**src/sme_pkg.sv**
```systemverilog
package sme_pkg;

    // ========================================
    // Sizes
    // ========================================
    localparam int char_width = 8;
    localparam int str_max    = 32;
    localparam int pat_max    = 8;

    typedef logic [char_width-1:0]        char_t;
    typedef logic [$clog2(str_max)-1:0]   str_idx_t;
    typedef logic [$clog2(str_max):0]     str_len_t;
    typedef logic [$clog2(pat_max)-1:0]   pat_idx_t;
    typedef logic [$clog2(pat_max):0]     pat_len_t;

    // ========================================
    // Character codes
    // ========================================
    localparam char_t char_hat    = 8'h5e;
    localparam char_t char_dollar = 8'h24;
    localparam char_t char_point  = 8'h2e;
    localparam char_t char_space  = 8'h20;

    // ========================================
    // State and class encodings
    // ========================================
    typedef enum logic [1:0] {
        phase_load,
        phase_scan,
        phase_done
    } sme_phase_e;

    typedef enum logic [1:0] {
        mode_normal,
        mode_word_start,
        mode_word_end
    } scan_mode_e;

    typedef enum logic [1:0] {
        class_literal,
        class_any,
        class_start,
        class_end
    } char_class_e;

endpackage
```
**src/sme_buffer_if.sv**
```systemverilog
interface sme_buffer_if;
    import sme_pkg::*;

    // Read addresses from the match control
    str_idx_t str_addr;
    pat_idx_t pat_addr;

    // Characters at those addresses, same cycle
    char_t    str_char;
    char_t    pat_char;

    // Current buffer fill levels
    str_len_t str_len;
    pat_len_t pat_len;

    // High while the engine accepts new characters
    logic     loading;

    modport store
    (
        input  str_addr,
        input  pat_addr,
        input  loading,
        output str_char,
        output pat_char,
        output str_len,
        output pat_len
    );

    modport ctrl
    (
        output str_addr,
        output pat_addr,
        output loading,
        input  str_char,
        input  pat_char,
        input  str_len,
        input  pat_len
    );

endinterface

```
**src/sme.sv**
```systemverilog
module sme
(
    input  logic              clk,
    input  logic              reset,
    input  sme_pkg::char_t    chardata,
    input  logic              isstring,
    input  logic              ispattern,
    output logic              valid,
    output logic              match,
    output sme_pkg::str_idx_t match_index
);

    // ========================================
    // Storage to control link
    // ========================================
    sme_buffer_if char_buf ();

    // String and pattern buffers
    sme_char_store store_i
    (
        .clk       (clk),
        .reset     (reset),
        .chardata  (chardata),
        .isstring  (isstring),
        .ispattern (ispattern),
        .buf_if    (char_buf.store)
    );

    // Phase control, scan and result
    sme_match_ctrl ctrl_i
    (
        .clk         (clk),
        .reset       (reset),
        .isstring    (isstring),
        .ispattern   (ispattern),
        .buf_if      (char_buf.ctrl),
        .valid       (valid),
        .match       (match),
        .match_index (match_index)
    );

endmodule

```
**src/sme_match_ctrl.sv**
```systemverilog
module sme_match_ctrl
(
    input  logic              clk,
    input  logic              reset,
    input  logic              isstring,
    input  logic              ispattern,
    sme_buffer_if.ctrl        buf_if,
    output logic              valid,
    output logic              match,
    output sme_pkg::str_idx_t match_index
);
    import sme_pkg::*;

    sme_phase_e  phase;
    sme_phase_e  phase_next;
    scan_mode_e  mode;
    char_class_e pat_class;

    pat_idx_t    pat_ptr;
    str_len_t    str_ptr;
    str_len_t    frame;
    str_len_t    frame_next;
    // String index of the first character after any '^'
    str_len_t    first_idx;

    logic        loaded;
    logic        match_q;

    logic        pat_last;
    logic        in_str;
    logic        str_is_space;
    logic        char_hit;
    logic        start_ok;
    logic        end_ok;
    logic        found;
    logic        miss;
    logic        frame_over;
    logic        scan_end;

    logic [$bits(str_len_t):0] frame_reach;
    logic [$bits(str_len_t):0] frame_limit;

    // ========================================
    // Character decode and compare
    // ========================================
    assign pat_last     = ({1'b0, pat_ptr} + pat_len_t'(1)) == buf_if.pat_len;
    assign in_str       = str_ptr < buf_if.str_len;
    assign str_is_space = in_str && (buf_if.str_char == char_space);

    // Anchors only count at the pattern edges
    always_comb
    begin
        if (pat_ptr == '0 && buf_if.pat_char == char_hat)
            pat_class = class_start;
        else if (pat_last && buf_if.pat_char == char_dollar)
            pat_class = class_end;
        else if (buf_if.pat_char == char_point)
            pat_class = class_any;
        else
            pat_class = class_literal;
    end

    assign char_hit = in_str &&
                      (pat_class == class_any || buf_if.str_char == buf_if.pat_char);
    assign start_ok = (str_ptr == '0) || str_is_space;
    assign end_ok   = (str_ptr == buf_if.str_len) || str_is_space;

    always_comb
    begin
        found = 1'b0;
        miss  = 1'b0;
        case (mode)
            mode_normal:
            begin
                // Anchor characters just switch the mode this cycle
                if (pat_class != class_start && pat_class != class_end)
                begin
                    found = char_hit && pat_last;
                    miss  = !char_hit;
                end
            end
            mode_word_start:
            begin
                found = start_ok && pat_last;
                miss  = !start_ok;
            end
            mode_word_end:
            begin
                found = end_ok;
                miss  = !end_ok;
            end
            default:
            begin
                miss = 1'b1;
            end
        endcase
    end

    // Two spare frames cover the anchors, which hold no literal
    assign frame_next  = frame + 1'b1;
    assign frame_reach = {1'b0, frame_next} + ($bits(frame_reach))'(buf_if.pat_len);
    assign frame_limit = {1'b0, buf_if.str_len} + ($bits(frame_limit))'(2);
    assign frame_over  = frame_reach > frame_limit;

    assign scan_end = found || (miss && frame_over) || (buf_if.pat_len == '0);

    // ========================================
    // Phase FSM
    // ========================================
    always_comb
    begin
        phase_next = phase;
        case (phase)
            phase_load:
            begin
                if (loaded && !isstring && !ispattern)
                    phase_next = phase_scan;
            end
            phase_scan:
            begin
                if (scan_end)
                    phase_next = phase_done;
            end
            default:
            begin
                phase_next = phase_load;
            end
        endcase
    end

    always_ff @(posedge clk or posedge reset)
    begin
        if (reset)
        begin
            phase  <= phase_load;
            loaded <= 1'b0;
        end
        else
        begin
            phase <= phase_next;
            if (phase == phase_done)
                loaded <= 1'b0;
            else if (phase == phase_load && (isstring || ispattern))
                loaded <= 1'b1;
        end
    end

    // ========================================
    // Scan mode FSM and pointers
    // ========================================
    always_ff @(posedge clk or posedge reset)
    begin
        if (reset)
        begin
            mode      <= mode_normal;
            pat_ptr   <= '0;
            str_ptr   <= '0;
            frame     <= '0;
            first_idx <= '0;
        end
        else if (phase == phase_done)
        begin
            mode      <= mode_normal;
            pat_ptr   <= '0;
            str_ptr   <= '0;
            frame     <= '0;
            first_idx <= '0;
        end
        else if (phase == phase_scan)
        begin
            if (miss)
            begin
                // Retry one position further on
                mode      <= mode_normal;
                pat_ptr   <= '0;
                str_ptr   <= frame_next;
                frame     <= frame_next;
                first_idx <= frame_next;
            end
            else
            begin
                case (mode)
                    mode_normal:
                    begin
                        if (pat_class == class_start)
                            mode <= mode_word_start;
                        else if (pat_class == class_end)
                            mode <= mode_word_end;
                        else
                        begin
                            pat_ptr <= pat_ptr + 1'b1;
                            str_ptr <= str_ptr + 1'b1;
                        end
                    end
                    mode_word_start:
                    begin
                        mode    <= mode_normal;
                        pat_ptr <= pat_ptr + 1'b1;
                        // Space before the word is consumed
                        if (str_ptr != '0)
                        begin
                            str_ptr   <= str_ptr + 1'b1;
                            first_idx <= str_ptr + 1'b1;
                        end
                    end
                    default:
                    begin
                        mode <= mode_normal;
                    end
                endcase
            end
        end
    end

    // ========================================
    // Result
    // ========================================
    always_ff @(posedge clk or posedge reset)
    begin
        if (reset)
        begin
            match_q     <= 1'b0;
            match_index <= '0;
        end
        else if (phase == phase_scan && found)
        begin
            match_q     <= 1'b1;
            match_index <= first_idx[$bits(str_idx_t)-1:0];
        end
        else if (phase == phase_done)
            match_q <= 1'b0;
    end

    assign valid = (phase == phase_done);
    // Flag is set entering done and cleared leaving it
    assign match = match_q;

    assign buf_if.loading  = (phase == phase_load);
    assign buf_if.str_addr = str_ptr[$bits(str_idx_t)-1:0];
    assign buf_if.pat_addr = pat_ptr;

endmodule

```
**src/sme_char_store.sv**
```systemverilog
module sme_char_store
(
    input  logic           clk,
    input  logic           reset,
    input  sme_pkg::char_t chardata,
    input  logic           isstring,
    input  logic           ispattern,
    sme_buffer_if.store    buf_if
);
    import sme_pkg::*;

    char_t    str_mem [str_max];
    char_t    pat_mem [pat_max];

    str_len_t str_len;
    pat_len_t pat_len;

    // Next write starts a new burst
    logic     str_fresh;
    logic     pat_fresh;

    logic     str_wr;
    logic     pat_wr;
    logic     str_full;
    logic     pat_full;

    assign str_wr   = buf_if.loading && isstring;
    assign pat_wr   = buf_if.loading && ispattern;
    assign str_full = (str_len == str_len_t'(str_max));
    assign pat_full = (pat_len == pat_len_t'(pat_max));

    // ========================================
    // Length counters and burst flags
    // ========================================
    always_ff @(posedge clk or posedge reset)
    begin
        if (reset)
        begin
            str_len   <= '0;
            pat_len   <= '0;
            str_fresh <= 1'b1;
            pat_fresh <= 1'b1;
        end
        else if (!buf_if.loading)
        begin
            // Any result closes the current bursts
            str_fresh <= 1'b1;
            pat_fresh <= 1'b1;
        end
        else
        begin
            if (isstring)
            begin
                str_fresh <= 1'b0;
                if (str_fresh)
                    str_len <= str_len_t'(1);
                else if (!str_full)
                    str_len <= str_len + 1'b1;
            end
            if (ispattern)
            begin
                pat_fresh <= 1'b0;
                if (pat_fresh)
                    pat_len <= pat_len_t'(1);
                else if (!pat_full)
                    pat_len <= pat_len + 1'b1;
            end
        end
    end

    // ========================================
    // Register files
    // ========================================
    always_ff @(posedge clk)
    begin
        if (str_wr)
        begin
            if (str_fresh)
            begin
                // Old tail must not leak into the new string
                for (int i = 1; i < str_max; i++)
                    str_mem[i] <= '0;
                str_mem[0] <= chardata;
            end
            else if (!str_full)
                str_mem[str_len[$bits(str_idx_t)-1:0]] <= chardata;
        end
    end

    always_ff @(posedge clk)
    begin
        if (pat_wr)
        begin
            if (pat_fresh)
            begin
                for (int i = 1; i < pat_max; i++)
                    pat_mem[i] <= '0;
                pat_mem[0] <= chardata;
            end
            else if (!pat_full)
                pat_mem[pat_len[$bits(pat_idx_t)-1:0]] <= chardata;
        end
    end

    // Asynchronous reads
    assign buf_if.str_char = str_mem[buf_if.str_addr];
    assign buf_if.pat_char = pat_mem[buf_if.pat_addr];
    assign buf_if.str_len  = str_len;
    assign buf_if.pat_len  = pat_len;

endmodule

```
**config.mk**
```make
export PLATFORM = sky130hd
export DESIGN_NAME = sme
export DESIGN_NICKNAME = d
export VERILOG_FILES = /design/src/sme_pkg.sv /design/src/sme_buffer_if.sv /design/src/sme.sv /design/src/sme_match_ctrl.sv /design/src/sme_char_store.sv
export SDC_FILE = /design/constraint.sdc
export NUM_CORES = 1
export LEC_CHECK = 0
export ABC_AREA = 1
export BUFFER_PORTS_ARGS = -buffer_cell sky130_fd_sc_hd__buf_2
export CORE_ASPECT_RATIO = 0.5
export CORE_MARGIN = 2
export CORE_UTILIZATION = 40
export CTS_CLUSTER_DIAMETER = 80
export DETAILED_ROUTE_END_ITERATION = 16
export SKIP_LAST_GASP = 1
export SLEW_MARGIN = 20
export SYNTH_ARGS = -nofsm -noshare
export SYNTH_HDL_FRONTEND = slang
export SYNTH_SLANG_ARGS = --single-unit
```
**constraint.sdc**
```tcl
create_clock -name clk -period 3.2 [get_ports clk]
set_clock_uncertainty 0.1 [all_clocks]
set_input_delay 0.48 -clock clk [delete_from_list [all_inputs] [get_ports clk]]
set_output_delay 0.48 -clock clk [all_outputs]
set_load 0.02 [all_outputs]
```
## Yosys cells after proc, flatten, opt, wreduce, memory -nomap -nowiden

Memories as Yosys holds them, arrays and structs flattened.
Cells that the tools add are included.

- Bits of input ports: 12
- Register bits: 43
- Memories kept: 2
- Output and inout bits: 7
- Word-level logic and storage cells: 169
- RAM bits: 320

- Add/subtract/negate cells: 8
- Multiplexer cells: 68
- Reduce and logical (&&, ||, !) cells: 48
- Equality and inequality tests: 28
- $lt $le $gt $ge: 2

Memory list:

| name | words | bits a word | rd ports | clocked after Yosys merged registers in | wr ports | RTL line | text |
|---|---|---|---|---|---|---|---|
| store_i.str_mem | 32 | 8 | 1 | 0 | 32 | sme_char_store.sv:12 | `char_t str_mem [str_max];` |
| store_i.pat_mem | 8 | 8 | 1 | 0 | 8 | sme_char_store.sv:13 | `char_t pat_mem [pat_max];` |

Operator list:

| cell | number |
|---|---|
| $mux 6 | 11 |
| $mux 1 | 27 |
| $mux 5 | 5 |
| $eq 8x6->1 const B | 3 |
| $mux 2 | 10 |
| $add 6x1->6 const B | 3 |
| $mux 3 | 6 |
| $mux 8 | 2 |
| $reduce_or 8->1 | 2 |
| $logic_and 1x1->1 | 14 |
| $pmux 6 s2 | 1 |
| $reduce_and 3->1 | 3 |
| $eq 2x2->1 const B | 4 |
| $eq 8x7->1 const B | 1 |
| $eq 8x8->1 | 1 |
| $mux 4 | 2 |
| $ne 2x1->1 const B | 4 |
| $ne 2x2->1 const B | 4 |
| $ne 4x3->1 const B | 2 |
| $reduce_bool 2->1 | 4 |
| $add 6x2->7 const B | 1 |
| $add 6x4->7 | 1 |
| $gt 7x7->1 | 1 |
| $eq 2x1->1 const B | 3 |
| other kinds (25) | 39 |

## Longest topological paths before layout

- Word-level depth: 16
- Mapped depth: 26
- Mapped depth without buffers: 23

## Hierarchy

Synthesis repeated with hierarchy kept, for this count alone.

- Cells, all modules: 1976
- Area total of the unflattened synthesis: 18162.4 um^2

By module, submodules not included:

| module | seq. area each (um^2) | cells an instance | area an instance (um^2) | times used |
|---|---|---|---|---|
| sme_char_store | 9912.0 | 1578 | 15439.8 | 1 |
| sme_match_ctrl | 775.7 | 398 | 2722.6 | 1 |

## Least setup slack after synthesis

OpenSTA, ideal clock, no wires.

- Path kind: register to register
- Start point: register ctrl_i.frame[0]
- End point: register ctrl_i.phase[0]
- Setup time: 0.117 ns
- Path slack: 0.474 ns
- Clock period less this slack: 2.726 ns
- Data required time: 2.983 ns
- Stages on the path, launching flop included: 16
- Data arrival time: 2.509 ns
- Path buffers: 0
- Cell sequence: dfrtp_1 ha_1 fa_1 nand2_1 nand2_1 a21oi_1 xor2_1 ha_1 a21oi_1 o21a_1 a2bb2oi_1 a21oi_1 nand2_1 nand2_1 nand2_1 nand2_1

- Word-level cells in the longest chain between the ends: 8

Ends and longest elaborated chain:

| item | RTL line | text |
|---|---|---|
| start, declared | sme_match_ctrl.sv:21 | `str_len_t frame;` |
| start signal, assigned | sme_match_ctrl.sv:177 | `frame <= frame_next;` |
| $add 6x1->6 | sme_match_ctrl.sv:100 | `assign frame_next = frame + 1'b1;` |
| $add 6x4->7 | sme_match_ctrl.sv:101 | `assign frame_reach = {1'b0, frame_next} + ($bits(frame_reach))'(buf_if.pat_len);` |
| $gt 7x7->1 | sme_match_ctrl.sv:103 | `assign frame_over = frame_reach > frame_limit;` |
| $logic_and 1x1->1 | sme_match_ctrl.sv:105 | `assign scan_end = found \|\| (miss && frame_over) \|\| (buf_if.pat_len == '0);` |
| $logic_or 1x1->1 (2 in a row) | sme_match_ctrl.sv:105 |  |
| $ne 2x1->1 (no source line) | n/a |  |
| $reduce_and 2->1 (no source line) | n/a |  |
| end signal, assigned | sme_match_ctrl.sv:135 | `phase <= phase_load;` |
| end signal, assigned | sme_match_ctrl.sv:140 | `phase <= phase_next;` |
| end, declared | sme_match_ctrl.sv:14 | `sme_phase_e phase;` |

No other way between the ends.
A chain may end at the register's enable or synchronous reset.

## Worst setup path in the final report

- Start point: register ctrl_i.str_ptr[0]
- End point: register ctrl_i.str_ptr[2]

- Word-level cells in the longest chain between the ends: 10
- Elaborated cells on any way between the ends: 30
- Classes of those cells: add/sub (1); order compare (1); eq/ne (6); mux (9); reduce/logical (12); memory (1)

Ends and longest elaborated chain:

| item | RTL line | text |
|---|---|---|
| start, declared | sme_match_ctrl.sv:20 | `str_len_t str_ptr;` |
| start signal, assigned | sme_match_ctrl.sv:176 | `str_ptr <= frame_next;` |
| start signal, assigned | sme_match_ctrl.sv:192 | `str_ptr <= str_ptr + 1'b1;` |
| start signal, assigned | sme_match_ctrl.sv:202 | `str_ptr <= str_ptr + 1'b1;` |
| branches (longest 10 deep; another with $mem_v2 32x8) | n/a |  |

Several ways; the timed one is not identified. The select of a mux whose other input is x is not followed.

==> impl_metrics.yaml <==
outcome:
  outcome: "finished, violations left"
  violations: "negative hold slack"
detailed_routing:
  wl_mm: 52.25
  firstDrtPassIters: 5
  drtIter0Drc: 1684
  vias: 14280
  drc: 0
  avgViaCountPerCell: 5.309
  wire_per_inst_um: 19.43
  ant_nets: 0
die:
  dieArea_um2: 46910
  rows: 54
  die_w_um: 304.3
  core_region_area_um2: 44050
  design.portCount: 19
  initial_core_util_pct: 40.94
  die_h_um: 154.2
worst_setup_path:
  crit_slowest_cell: "dfrtp_4"
  worstSetupPathType: "flip-flop to flip-flop"
  cp_num_cells: 21
  startpoint_type: "flip-flop"
  crit_top_cell: "nand2_1"
  crit_chain: "buf_12 -> inv_8 -> buf_12 -> nand2_1 -> nand3_1 -> nand3_2 -> nand3_1 -> nand2_1 -> a21oi_2 -> nand2_1 -> nor2_1 -> nand3_2 -> nand3_1 -> nand2_1 -> nand2_4 -> nand4_1 -> nand2_2 -> nor2_4 -> buf_4 -> nand3_1 -> nand2_1"
  endpoint_kind: "flip-flop"
  worstPathMaxFanout: 7
  path_delay_family: "simple AND/OR/NAND/NOR gates"
  critPathRequiredTime_ns: 3.53
  critPathArrivalTime_ns: 3.45
  cpPeakStageDelay_ns: 0.50
  cp_num_buf_inv: 4
  reg2reg_depth: 21
layout:
  num-nets-final: 2118
  finalNonFillerCells: 2689
  syn2layout_area_growth_pct: 15.89
  multi_input_area_um2: 6499
  nFillCells: 4155
  drive_gt1_share_pct: 12.42
  seq_area_um2: 10700
  antenna_cells: 0
yosys:
  syn_nets: 2051
  synth_top_family_by_area: "simple AND/OR/NAND/NOR gates"
  ys.flop_type: "edfxtp_1"
  synth_compound_area_share_pct: 4.287
  synth-edff-count: 320
  yosys.area_share.simple_pct: 27.30
  synth_cells: 2006
  yosysSeqAreaShare_pct: 59.26
  yosys_warnings: 0
  synth_cell_types: 44
  synthAdderAreaFrac_pct: 2.331
  async_reset_ff_share_pct: 11.85
  avgSynthCellArea_um2: 8.991
  synth_xor_area_share_pct: 0.8741
  synthMuxAreaShare_pct: 0
  synth_seq_cells: 363
  netlist_area_um2: 18040
job:
  drv_cap: 0
place:
  placedCellCount: 2611
  dp_hpwl_mm: 34.30
  dpl_worst_slack_ns: 0.1052
  portBuffers: 18
  finalWeightedCongestion: 0.9296
sta:
  relSlewSlack_pct: 46.78
  worst_pin_slew_ns: 0.7971
  timing.final.ws_setup_ns: 0.07882
  hold_viol: 13
  max_freq_mhz: 320.4
  tns_ns: 0
  fin_crit_sh_pct: 97.54
  slew_violations: 0
  min_period_ns: 3.121
  holdWs_ns: -0.007959
  setup_viol_count_final: 0
clock_network:
  cts.sink_count: 363
  clkTransAtPathRegs_ns: 0.06
  cts_root_buffer: "clkbuf_16"
  htree_levels: 2
  cts_tree: "yes"
  clk_latency_ns: 0.55
  clockBufferDepth: 3
  cts_buffers: 37
grt:
  grt_max_degree: 63
  antenna_found_initial: 0
  overflow: 0
  grt_pass1_vias: 13100
  grt_pass1_wl_mm: 78.24
  track_usage_pct: 21.72
min_path:
  hold_class: "input port to async pin"
power:
  power_density_nw_per_um2: 910.1
  ir_drop_uv: 364.5
  p_leak_nw: 8.980
## state kept, by name, indices dropped and copies added (netlist names)
name,flops
ctrl_i.buf_if.pat_addr,3
ctrl_i.first_idx,5
ctrl_i.frame,6
ctrl_i.loaded,1
ctrl_i.match,1
ctrl_i.match_index,5
ctrl_i.mode,2
ctrl_i.phase,2
ctrl_i.str_ptr,6
store_i.buf_if.pat_len,4
store_i.buf_if.str_len,6
store_i.pat_fresh,1
store_i.pat_mem,64
store_i.str_fresh,1
store_i.str_mem,256
## kinds of logic (layout without fill, tap and decap cells)
| family | after synthesis | in the layout |
|---|---|---|
| DFF | 363 | 363 |
| and+or+nand+nor | 1212 | 1212 |
| buffers and inverters | 240 | 335 |
| xor gates and xnor gates | 18 | 18 |
| adders and majority gates | 33 | 33 |
| AOI/OAI and AO/OA | 140 | 140 |
## cell usage in the layout, fill, tap and decap left out, types with 13 or more instances in the layout
| cell type | instances |
|---|---|
| buf_4 | 89 |
| clkbuf_16 | 44 |
| nand2_2 | 14 |
| o21ai_0 | 57 |
| o21ai_1 | 35 |
| nand3_2 | 19 |
| nand2_1 | 524 |
| dfrtp_1 | 36 |
| buf_2 | 18 |
| nor2_1 | 424 |
| ha_1 | 31 |
| inv_1 | 121 |
| edfxtp_1 | 320 |
| nand3_1 | 188 |
| o22ai_1 | 13 |
## power by group
group | total, W | internal [W] | leakage, nW | switching (W)
Clock | 0.00429 | 0.00244 | 0.568 | 0.00185
Combinational | 0.00786 | 0.00265 | 4.81 | 0.00521
Sequential | 0.00687 | 0.00643 | 3.61 | 0.000443
## metal layers
metal  GRT usage [%]  routed length, um  vias up
met5               0                  0        -
met4           5.516               1074        0
met3           4.369               4633       73
met2           30.51              21560      600
met1           33.86              24990     6846
li1                -                  -     6756
## metrics by stage
step / total power (W) / utilization (%) / cell area, um^2 / hold slack [ns]
floorplan: 0.01155 / - / 18040 / 0.3559
global placement: 0.01387 / 43.67 / 19240 / 0.3714
detailed placement: 0.01392 / 43.67 / 19240 / 0.3622
CTS: 0.01820 / 46.32 / 20400 / 0.001359
global route: 0.02014 / 47.45 / 20900 / 0.03866
finish: 0.01902 / 47.45 / 20900 / -0.007959
## cells in the mapped netlist (all sizes together), types with 3 or more instances
cell / count / area, um^2
a21oi: 14 / 73.82
buf: 57 / 381.6
clkbuf: 51 / 192.7
dfrtp: 41 / 1026
edfxtp: 320 / 9609
ha: 32 / 400.4
inv: 130 / 490.5
nand2: 541 / 2051
nand3: 208 / 1059
nand3b: 3 / 22.52
nand4: 10 / 62.56
nor2: 433 / 1630
nor3: 13 / 75.07
nor4: 3 / 18.77
o211ai: 4 / 30.03
o21a: 3 / 22.52
o21ai: 97 / 496.7
o22ai: 13 / 81.33
o31ai: 4 / 30.03
xnor2: 6 / 52.55
xor2: 12 / 105.1
## cell type report
class | count | share of cell area (%)
Sequential cell | 363 | 51.18
Timing Repair inverter | 1 | 0.05388
Timing Repair Buffer | 135 | 6.094
Tap cell | 588 | 3.520
Clock buffer | 51 | 4.981
Clock inverter | 16 | 0.6046
Inverter | 132 | 2.478
Multi-Input combinational cell | 1403 | 31.09
## worst paths after layout
path / from / end / slack, ns
min: reset / ctrl_i.frame[4] / -0.008
min reg2reg: ctrl_i.match_index[4] / ctrl_i.match_index[4] / 0.37
max: ctrl_i.str_ptr[0] / ctrl_i.str_ptr[2] / 0.08
min in group clk: chardata[6] / store_i.pat_mem[0][6] / 0.04
max reg2reg: ctrl_i.str_ptr[0] / ctrl_i.str_ptr[2] / 0.08
max in group asynchronous: reset / store_i.str_fresh / 2.27
## repair_timing
action / 4_1_cts / 5_1_grt
gates resized for setup: 0 / 84
hold buffers: 0 / 0
hold endpoints to repair: 0 / 0
buffers inserted: 0 / 3
setup endpoints to repair: 0 / 30
No activity file was read; power rests on OpenSTA's default activity.
